<file path="config.mk">
export PLATFORM = sky130hd
export DESIGN_NAME = ts_monitor
export DESIGN_NICKNAME = d
export VERILOG_FILES = /design/src/hdl/ts_monitor_pkg.sv /design/src/hdl/ts_header_parser.sv /design/src/hdl/ts_packet_buffer.sv /design/src/hdl/ts_packet_pump.sv /design/src/hdl/ts_monitor.sv
export SDC_FILE = /design/constraint.sdc
export NUM_CORES = 2
export LEC_CHECK = 0
export BUFFER_PORTS_ARGS = -buffer_cell sky130_fd_sc_hd__buf_2
export CORE_AREA = 8 8 559 561
export DETAILED_ROUTE_END_ITERATION = 16
export DIE_AREA = 0 0 567 569
export GPL_ROUTABILITY_DRIVEN = 1
export HOLD_SLACK_MARGIN = 0.08
export PLACE_DENSITY = 0.51
export RECOVER_POWER = 25
export SYNTH_ARGS = -nofsm -noshare
export SYNTH_HDL_FRONTEND = slang
export SYNTH_SLANG_ARGS = --single-unit
</file>
<file path="constraint.sdc">
create_clock -name mpeg_clk -period 3.7 [get_ports mpeg_clk]
set_input_delay 0.74 -clock mpeg_clk [delete_from_list [all_inputs] [get_ports mpeg_clk]]
set_output_delay 0.74 -clock mpeg_clk [all_outputs]
set_load 0.005 [all_outputs]
</file>
<file path="src/hdl/ts_monitor_pkg.sv">
`default_nettype none

package ts_monitor_pkg;

	// Transport stream packet geometry.
	localparam int ts_packet_bytes = 188;
	localparam logic [7:0] ts_sync_byte = 8'h47;

	// 188 bytes split evenly into 32-bit words.
	localparam int ts_word_bytes = 4;
	localparam int ts_word_count = ts_packet_bytes / ts_word_bytes;
	localparam int ts_data_width = 8 * ts_word_bytes;

	localparam int ts_pid_width = 13;

	typedef logic [ts_data_width-1:0] ts_word_t;
	typedef logic [ts_pid_width-1:0] ts_pid_t;
	typedef logic [7:0] ts_byte_idx_t; // Position 0 to 187.
	typedef logic [5:0] ts_word_idx_t; // Word 0 to 46.

	// Header fields in wire order, byte 0 in the top bits.
	typedef struct packed {
		logic [7:0] sync;
		logic transport_error;
		logic payload_start;
		logic priority_flag;
		ts_pid_t pid;
		logic [1:0] scrambling;
		logic [1:0] adaptation_ctrl;
		logic [3:0] continuity;
	} ts_header_fields_t;

	// The first four packet bytes, seen raw or decoded.
	typedef union packed {
		logic [3:0][7:0] bytes; // bytes[3] is packet byte 0.
		ts_header_fields_t fields;
	} ts_header_u;

endpackage

`default_nettype wire

</file>
<file path="src/hdl/ts_header_parser.sv">
`default_nettype none

module ts_header_parser import ts_monitor_pkg::*; (
	input wire mpeg_clk,
	input wire S_AXI_ARESETN,

	input wire [7:0] mpeg_data,
	input wire mpeg_valid,
	input wire mpeg_sync,
	input wire ts_pid_t pid,

	output logic byte_wr,
	output ts_byte_idx_t byte_idx,
	output logic [7:0] byte_data,
	output logic capture_drop,
	output logic matched_state
);

	localparam ts_byte_idx_t last_idx = ts_byte_idx_t'(ts_packet_bytes - 1);
	localparam ts_byte_idx_t pid_lo_idx = 8'd2;

	logic tracking;
	ts_byte_idx_t pos;
	logic [1:0][7:0] hdr_q; // Packet bytes 0 and 1.
	ts_header_u hdr_chk;

	logic take_first;
	logic take_next;
	logic decide;
	logic hdr_ok;

	assign take_first = mpeg_valid && mpeg_sync;
	assign take_next = mpeg_valid && !mpeg_sync && tracking;
	assign decide = take_next && (pos == pid_lo_idx);

	// Header as it stands once the PID low byte is on the bus.
	always_comb begin
		hdr_chk.bytes[3:2] = hdr_q;
		hdr_chk.bytes[1] = mpeg_data;
		hdr_chk.bytes[0] = 8'h00;
	end

	assign hdr_ok = (hdr_chk.fields.sync == ts_sync_byte) &&
		(hdr_chk.fields.pid == pid);

	// Byte position within the packet.
	always_ff @(posedge mpeg_clk) begin
		if (!S_AXI_ARESETN) begin
			tracking <= 1'b0;
			pos <= '0;
		end else if (take_first) begin
			tracking <= 1'b1;
			pos <= 8'd1;
		end else if (take_next) begin
			pos <= pos + 8'd1;
			if (pos == last_idx) begin
				tracking <= 1'b0; // Idle until next sync.
			end
		end
	end

	// Collect header bytes 0 and 1.
	always_ff @(posedge mpeg_clk) begin
		if (take_first) begin
			hdr_q[1] <= mpeg_data;
		end else if (take_next && (pos == 8'd1)) begin
			hdr_q[0] <= mpeg_data;
		end
	end

	// Forward tracked bytes one cycle later.
	always_ff @(posedge mpeg_clk) begin
		if (!S_AXI_ARESETN) begin
			byte_wr <= 1'b0;
			capture_drop <= 1'b0;
			matched_state <= 1'b0;
		end else begin
			byte_wr <= take_first || take_next;
			capture_drop <= decide && !hdr_ok;
			if (decide) begin
				matched_state <= hdr_ok;
			end
		end
	end

	always_ff @(posedge mpeg_clk) begin
		if (take_first) begin
			byte_idx <= '0;
			byte_data <= mpeg_data;
		end else if (take_next) begin
			byte_idx <= pos;
			byte_data <= mpeg_data;
		end
	end

endmodule

`default_nettype wire

</file>
<file path="src/hdl/ts_packet_buffer.sv">
`default_nettype none

module ts_packet_buffer import ts_monitor_pkg::*; (
	input wire mpeg_clk,
	input wire S_AXI_ARESETN,

	// Byte stream from the parser.
	input wire byte_wr,
	input wire ts_byte_idx_t byte_idx,
	input wire [7:0] byte_data,
	input wire capture_drop,

	// Read side.
	input wire packet_release,
	input wire ts_word_idx_t rd_addr,
	output ts_word_t rd_data,
	output logic packet_ready
);

	localparam ts_byte_idx_t last_idx = ts_byte_idx_t'(ts_packet_bytes - 1);

	ts_word_t bank_mem [0:1][0:ts_word_count-1];

	logic wr_bank; // Read bank is the other one.
	logic rd_bank;
	logic drop_q;

	ts_word_idx_t wr_word;
	logic [1:0] wr_lane;
	logic first_byte;
	logic last_byte;
	logic complete;

	assign wr_word = ts_word_idx_t'(byte_idx / ts_word_bytes);
	assign wr_lane = 2'(byte_idx % ts_word_bytes);

	assign first_byte = byte_wr && (byte_idx == '0);
	assign last_byte = byte_wr && (byte_idx == last_idx);
	assign complete = last_byte && !drop_q;

	assign rd_bank = ~wr_bank;

	// Lane write into the bank being filled.
	always_ff @(posedge mpeg_clk) begin
		if (byte_wr) begin
			bank_mem[wr_bank][wr_word][8*wr_lane +: 8] <= byte_data;
		end
	end

	// Drop flag for the packet in progress.
	always_ff @(posedge mpeg_clk) begin
		if (!S_AXI_ARESETN) begin
			drop_q <= 1'b0;
		end else if (first_byte) begin
			drop_q <= 1'b0;
		end else if (capture_drop) begin
			drop_q <= 1'b1;
		end
	end

	// Bank swap on completion, unless the read bank is still held.
	always_ff @(posedge mpeg_clk) begin
		if (!S_AXI_ARESETN) begin
			wr_bank <= 1'b0;
			packet_ready <= 1'b0;
		end else begin
			if (complete && !packet_ready) begin
				wr_bank <= ~wr_bank;
				packet_ready <= 1'b1;
			end else if (packet_release) begin
				packet_ready <= 1'b0;
			end
		end
	end

	assign rd_data = bank_mem[rd_bank][rd_addr];

endmodule

`default_nettype wire

</file>
<file path="src/hdl/ts_packet_pump.sv">
`default_nettype none

module ts_packet_pump import ts_monitor_pkg::*; (
	input wire mpeg_clk,
	input wire S_AXI_ARESETN,

	input wire pump_data_enable,
	input wire packet_ready,

	output ts_word_idx_t rd_addr,
	input wire ts_word_t rd_data,

	output ts_word_t out_data,
	output ts_word_idx_t out_data_index,
	output logic out_valid,
	output logic ready_for_read,
	output logic packet_release
);

	localparam ts_word_idx_t last_word_idx = ts_word_idx_t'(ts_word_count - 1);

	ts_word_idx_t rd_idx;
	logic draining; // Bank done, waiting for release to land.
	logic issue;
	logic last_word;

	assign issue = pump_data_enable && packet_ready && !draining;
	assign rd_addr = rd_idx;

	always_ff @(posedge mpeg_clk) begin
		if (!S_AXI_ARESETN) begin
			rd_idx <= '0;
			draining <= 1'b0;
		end else begin
			if (issue) begin
				if (rd_idx == last_word_idx) begin
					rd_idx <= '0;
					draining <= 1'b1;
				end else begin
					rd_idx <= rd_idx + 6'd1;
				end
			end else begin
				rd_idx <= '0; // Restart from word 0.
			end
			if (!packet_ready) begin
				draining <= 1'b0;
			end
		end
	end

	always_ff @(posedge mpeg_clk) begin
		if (!S_AXI_ARESETN) begin
			out_valid <= 1'b0;
			last_word <= 1'b0;
			ready_for_read <= 1'b0;
			packet_release <= 1'b0;
		end else begin
			out_valid <= issue;
			last_word <= issue && (rd_idx == last_word_idx);
			ready_for_read <= last_word;
			packet_release <= last_word;
		end
	end

	always_ff @(posedge mpeg_clk) begin
		if (issue) begin
			out_data <= rd_data;
			out_data_index <= rd_idx;
		end
	end

endmodule

`default_nettype wire

</file>
<file path="src/hdl/ts_monitor.sv">
`default_nettype none

module ts_monitor import ts_monitor_pkg::*; (
	input wire mpeg_clk,
	input wire S_AXI_ARESETN,

	input wire [7:0] mpeg_data,
	input wire mpeg_valid,
	input wire mpeg_sync,
	input wire ts_pid_t pid,

	input wire pump_data_enable,

	output ts_word_t out_data,
	output ts_word_idx_t out_data_index,
	output logic out_valid,
	output logic ready_for_read,
	output logic matched_state,
	output logic packet_ready
);

	logic byte_wr;
	ts_byte_idx_t byte_idx;
	logic [7:0] byte_data;
	logic capture_drop;

	ts_word_idx_t rd_addr;
	ts_word_t rd_data;
	logic packet_release;

	ts_header_parser ts_header_parser_i (
		.mpeg_clk (mpeg_clk),
		.S_AXI_ARESETN (S_AXI_ARESETN),
		.mpeg_data (mpeg_data),
		.mpeg_valid (mpeg_valid),
		.mpeg_sync (mpeg_sync),
		.pid (pid),
		.byte_wr (byte_wr),
		.byte_idx (byte_idx),
		.byte_data (byte_data),
		.capture_drop (capture_drop),
		.matched_state (matched_state)
	);

	ts_packet_buffer ts_packet_buffer_i (
		.mpeg_clk (mpeg_clk),
		.S_AXI_ARESETN (S_AXI_ARESETN),
		.byte_wr (byte_wr),
		.byte_idx (byte_idx),
		.byte_data (byte_data),
		.capture_drop (capture_drop),
		.packet_release (packet_release),
		.rd_addr (rd_addr),
		.rd_data (rd_data),
		.packet_ready (packet_ready)
	);

	ts_packet_pump ts_packet_pump_i (
		.mpeg_clk (mpeg_clk),
		.S_AXI_ARESETN (S_AXI_ARESETN),
		.pump_data_enable (pump_data_enable),
		.packet_ready (packet_ready),
		.rd_addr (rd_addr),
		.rd_data (rd_data),
		.out_data (out_data),
		.out_data_index (out_data_index),
		.out_valid (out_valid),
		.ready_for_read (ready_for_read),
		.packet_release (packet_release)
	);

endmodule

`default_nettype wire

</file>
Yosys cells after proc, flatten, opt, wreduce, memory -nomap -nowiden

Memories as Yosys holds them, arrays and structs flattened.
Cells that the tools add are included.

Register bits: 92
Bits in writable memories: 3008
Output and inout bits: 42
Logic and storage cells: 90
Memories: 1

Order comparisons: 3
Reduce and logical (&&, ||, !) cells: 32
Bitwise gates (word level): 6
Shift operators: 2
Multiplexer cells: 16
Eq/ne operators: 7
$add $sub $neg: 3

Memories:

| name                        | words | bits a word | rd ports | clocked after Yosys merged registers in | wr ports | line                   | text |
|---|---|---|---|---|---|---|---|
| ts_packet_buffer_i.bank_mem | 2     | 1504        | 1        | 0                                       | 1        | ts_packet_buffer.sv:22 | `ts_word_t bank_mem [0:1][0:ts_word_count-1];` |

Operator list:

| cell                                                        | count |
|---|---|
| 2-to-1 mux 1504 bit                                         | 1 |
| binary-select mux 32 bit (select 6 bit)                     | 1 |
| demux 32 bit (select 6 bit)                                 | 1 |
| 2-to-1 mux 32 bit                                           | 3 |
| negator 5 -> 34 bit                                         | 1 |
| variable shift 8 x 34 -> 32 bit (first input constant)      | 1 |
| indexed part select 8 x 34 -> 32 bit                        | 1 |
| == test 8 bit (second input constant)                       | 2 |
| 2-to-1 mux 8 bit                                            | 2 |
| logical AND 1 bit                                           | 15 |
| >= comparator 7 bit (second input constant)                 | 2 |
| NOT 6 -> 7 bit                                              | 2 |
| == test 13 bit                                              | 1 |
| adder 8 x 1 -> 8 bit (second input constant)                | 1 |
| == test 8 x 1 -> 1 bit (second input constant)              | 1 |
| == test 8 x 2 -> 1 bit (second input constant)              | 1 |
| == test 8 x 7 -> 1 bit (second input constant)              | 1 |
| logical NOT 8 bit                                           | 1 |
| 2-to-1 mux 1 bit                                            | 8 |
| AND reduction 2 bit                                         | 4 |
| less-than comparator 7 x 1 -> 1 bit (second input constant) | 1 |
| adder 6 x 1 -> 6 bit (second input constant)                | 1 |
| == test 6 bit (second input constant)                       | 1 |
| nonzero test 2 bit                                          | 3 |
| other kinds (5)                                             | 13 |

Depth between registers and ports, before layout

Word-level depth: 6
Gate-level depth with buffers: 12
Mapped depth without buffers: 7

Cells and area by module

From an unflattened synthesis, not the netlist that was laid out.

Cell total of the unflattened synthesis: 5777
Area, all modules: 120926.0 um^2

By module, submodules not included:

| module           | cells an instance | sequential area each (um^2) | times used | area an instance (um^2) |
|---|---|---|---|---|
| ts_packet_buffer | 5571              | 90386.7                     | 1          | 117757.9 |
| ts_header_parser | 131               | 1031.0                      | 1          | 1649.1 |
| ts_packet_pump   | 75                | 1341.3                      | 1          | 1519.0 |

Least setup slack after synthesis

Ideal clock, no wire load.

Path type: register to register
From: register ts_header_parser_i.byte_idx[0]
To: memory ts_packet_buffer_i.bank_mem[0][0] (netlist bit), data pin
Slack: 729 ps
Data required time: 3255 ps
Library setup time: 445 ps
Stages on the path, launching flop included: 5
Data arrival time: 2525 ps
Cells stage by stage: dfxtp_1 inv_1 ha_1 nor3b_1 and2_1

Cells in the longest elaborated chain, start to end: 2

Ends and longest elaborated chain:

| element                              | line                   | text |
|---|---|---|
| from (decl)                          | ts_header_parser.sv:13 | `output ts_byte_idx_t byte_idx,` |
| from (signal assigned)               | ts_header_parser.sv:91 | `byte_idx <= pos;` |
| negator 5 -> 34 bit                  | ts_packet_buffer.sv:46 | `bank_mem[wr_bank][wr_word][8*wr_lane +: 8] <= byte_data;` |
| indexed part select 8 x 34 -> 32 bit | ts_packet_buffer.sv:46 |  |
| to (decl)                            | ts_packet_buffer.sv:22 |  |

No other way between the ends.

Worst setup path after layout

From: register ts_packet_buffer_i.wr_bank
To: register ts_packet_pump_i.out_data[24], data pin

Cells in the longest elaborated chain, start to end: 5

Ends and longest elaborated chain:

| element                                               | line                   | text |
|---|---|---|
| from (decl)                                           | ts_packet_buffer.sv:24 | `logic wr_bank;` |
| from (signal assigned)                                | ts_packet_buffer.sv:68 | `wr_bank <= ~wr_bank;` |
| NOT 1 bit                                             | ts_packet_buffer.sv:41 | `assign rd_bank = ~wr_bank;` |
| memory read (2 x 1504 bit)                            | --                     |  |
| binary-select mux 32 bit (select 6 bit)               | ts_packet_buffer.sv:76 | `assign rd_data = bank_mem[rd_bank][rd_addr];` |
| 2-to-1 mux 32 bit (implied by the code) (2 in series) | ts_packet_buffer.sv:76 |  |
| net rd_data[24]                                       | ts_monitor.sv:28       | `ts_word_t rd_data;` |
| to (signal assigned)                                  | ts_packet_pump.sv:67   | `out_data <= rd_data;` |
| to (decl)                                             | ts_packet_pump.sv:13   | `output ts_word_t out_data,` |

The timed path passes the listed nets, and every way through them passes these cells. The select of a mux whose other input is x is not followed.
A chain may end at the register's enable or synchronous reset.

==> summary.txt <==
Run status
  • Status: finished with violations
  • Failing checks: max-capacitance violations, max-slew violations

Timing
  • Setup TNS: 0 ps
  • RSZ-0062 raised after global routing: no
  • Finish-stage setup viols: 0
  • Fmax: between 200 and 300 MHz
  • Worst-margin pin slew: 2050 ps
  • Setup Skew: between 50 and 60 ps
  • Min Tclk post-route: ~3600 ps
  • Rel. slew slack: -0.370
  • Worst setup margin: about 86 ps
  • Final max-slew violation count: between 80 and 90
  • Fin crit share: 0.977
  • Hold Fails Final Rpt: 0

Die
  • Initial core utilization: 0.397
  • Die ar.: 323,000 µm²
  • Placement Rows: approximately 200
  • Core area: between 300,000 and 400,000 µm²
  • Die H: approximately 570 µm
  • I/O pins: ~70
  • Die width: approximately 570 µm

Routing
  • First drt pass iteration count: 5
  • DR DRC count: 0
  • Via density: about 5.8
  • Vias: ~63,000
  • Antenna viol nets, final: 0
  • Iteration-0 DRC Markers: 7,030
  • Routed WL: approximately 370 mm
  • Routed WL per cell: about 34 µm

Placement
  • Placed insts: ~10,000
  • Port Buffers: 67
  • Post-DP HPWL: about 240 mm
  • Placement Setup Slack: -26.1 ps
  • Routability cong.: 0.855

Clock tree
  • Inserted Clock Buffers: approximately 330
  • Clock H-tree levels: 5
  • Clk_lat worst skew: between 900 and 1000 ps
  • Sinks on the clock net: ~3,100
  • Deepest clock path buffer count: 4
  • CTS Root Cell: clkbuf_16
  • TritonCTS clock tree: yes
  • CTS clk-pin slew, worst paths: 60 ps

Layout
  • Final core utilization: 0.463
  • Register Area: just over 90,000 µm²
  • Layout cells sized above 1: 0.282
  • Final std cells w/o fill: 10,800
  • Nets: roughly 6,600
  • Area of the multi-input gates: roughly 26,000 µm²
  • Area growth syn-to-layout: 16.5%
  • Layout fillers: about 25,000

Logic synthesis
  • Mapped cell area: about 120,000 µm²
  • Most frequent cell after synthesis: edfxtp_1
  • Post-synth top area share: 0.763
  • Post-synthesis sequential area ratio: 0.768
  • Post-synth ARST share: 0
  • Mean Syn Cell Area: between 20 and 25 µm²
  • Post-synth top cells: edfxtp_1, mux4_2, nor2_1
  • Cell taking the most area after synthesis: edfxtp_1
  • Unique masters post-synth: between 70 and 80
  • Mapped Cells: 5,853
  • Main synth FF type: edfxtp_1
  • Post-synth EDFFs: slightly above 3,000
  • Largest cells by area after synthesis: edfxtp_1, mux4_2, mux2i_1, nor2_1, nand2_1
  • Yosys warnings: 0
  • Synthesized Nets: 5,889
  • Synth Register Bits: 3,100

Setup path
  • Worst endpoint required time: 4350 ps
  • Slowest cell on crit path: dfxtp_4
  • Crit Path Max Fanout: 20
  • CP max stage delay: 740 ps
  • Crit-path cells: clkbuf_1, inv_2, a2111oi_0, o41ai_1, o32ai_1, a21oi_1, or3_1
  • CP startpoint kind: flip-flop
  • CP arrival: around 4300 ps
  • CP Capture Type: flip-flop
  • Crit Path Category: reg -> reg

Flow run
  • Max Cap Viol: 3

Pwr
  • P per Cell Area: about 510 nW/µm²
  • Worst VDD drop: between 0.3 and 0.4 mV
  • Leakage: 42.1 nW

Hold path
  • Hold Path Class: in -> reg

Global route
  • GR met3 Demand/Resource: 0.0357
  • Largest net degree at the start of global routing: between 90 and 100
  • M2 GR Usage: 0.362
  • Met1 capacity usage during global routing: 0.312
  • GR peak layer: met2
  • First-pass GRT wire length: slightly above 500 mm
  • Initial antenna violation count: 26
  • Overall global routing resource usage: 0.224
  • Remaining global-route overflow: 0
  • Vias in the first global route: roughly 63,000
## repair_timing
| action | CTS | global route |
|---|---|---|
| hold buffers | 9 | 0 |
| hold endpoints to repair | 22 | 0 |
| buffers inserted | 0 | 0 |
| setup endpoints to repair | 1 | 0 |
| gates resized for setup | 1 | 0 |
## worst paths after layout
check | startpoint | to | slack, ps | cells after the start
worst max-delay path | ts_packet_buffer_i.wr_bank | ts_packet_pump_i.out_data[24] | 90 | 7
worst max register to register | ts_packet_buffer_i.wr_bank | ts_packet_pump_i.out_data[24] | 90 | 7
worst min-delay path | S_AXI_ARESETN | ts_packet_pump_i.draining | 160 | 3
worst min register to register | ts_packet_pump_i.last_word | ts_packet_pump_i.ready_for_read | 450 | 1
## report_power, final
| group | switching (mW) | internal (mW) | total (mW) |
|---|---|---|---|
| logic | 0.353 | 0.0678 | 0.421 |
| registers | 0.0260 | 38.3 | 38.3 |
| clock network | 14.0 | 18.4 | 32.3 |
| total | 14.3 | 56.7 | 71.1 |
## placed cells by master (no fill, tap or decap), types with 32 or more instances in the layout
cell type,count
clkbuf_1,108
mux4_2,704
a22oi_1,51
o22ai_1,32
clkinv_1,82
nand2_1,329
buf_2,41
buf_4,538
nor2_1,434
clkbuf_16,334
o21ai_0,45
nand3_1,46
mux2_2,37
edfxtp_1,3067
clkinv_2,52
buf_12,80
mux2i_1,231
a21oi_1,83
## kinds of logic (layout without fill, tap and decap cells)
kind of cell	after synthesis	in the layout	share of synthesized area
XOR/XNOR	22	22	0.00160
AND/OR/NAND/NOR	977	977	0.0341
AO/OA/AOI/OAI	416	416	0.0241
flip-flops	3100	3100	0.768
multiplexers	972	972	0.154
adder cells (fa/ha/maj)	10	10	0.00104
buffers and inverters	356	1339	0.0169
other	0	7	0
## flip-flops by register name, indices dropped and copies added (netlist names), 6 cells and up
name	flops
ts_packet_buffer_i.bank_mem	3008
ts_packet_pump_i.out_data	32
ts_header_parser_i.hdr_chk	13
ts_header_parser_i.byte_data	8
ts_header_parser_i.byte_idx	8
ts_header_parser_i.pos	8
ts_packet_pump_i.out_data_index	6
ts_packet_pump_i.rd_addr	6
## layout make-up
cell class,instances,share of cell area
diodes,7,0.000125
clock buffers,413,0.0619
clock inverters,192,0.0129
inverters,16,0.000552
multi-input cells,2397,0.185
flip-flops and latches,3100,0.660
well taps,3997,0.0356
repair buffers,718,0.0439
## worst max-delay path: cells and delay by family (launching register included)
kind	cells	cell delay [ps]
AOI/OAI and AO/OA	4	1250
and+or+nand+nor	1	380
buffers and inverters	2	960
DFF	1	740
## per-layer routing
layer,vias to the layer above,part of all wire
met5,-,0.000035
met4,2,0.040
met3,538,0.071
met1,34200,0.42
met2,2608,0.47
li1,25600,-
## stage by stage
stage	hold WS (ps)	instance area, µm²	power [mW]
2_1_floorplan	403	121000	39.2
3_3_place_gp	418	130000	39.5
3_5_place_dp	425	130000	39.5
4_1_cts	82.4	141000	71.7
5_1_grt	142	141000	72.9
6_report	161	141000	71.1
No activity file was read; power rests on OpenSTA's default activity.
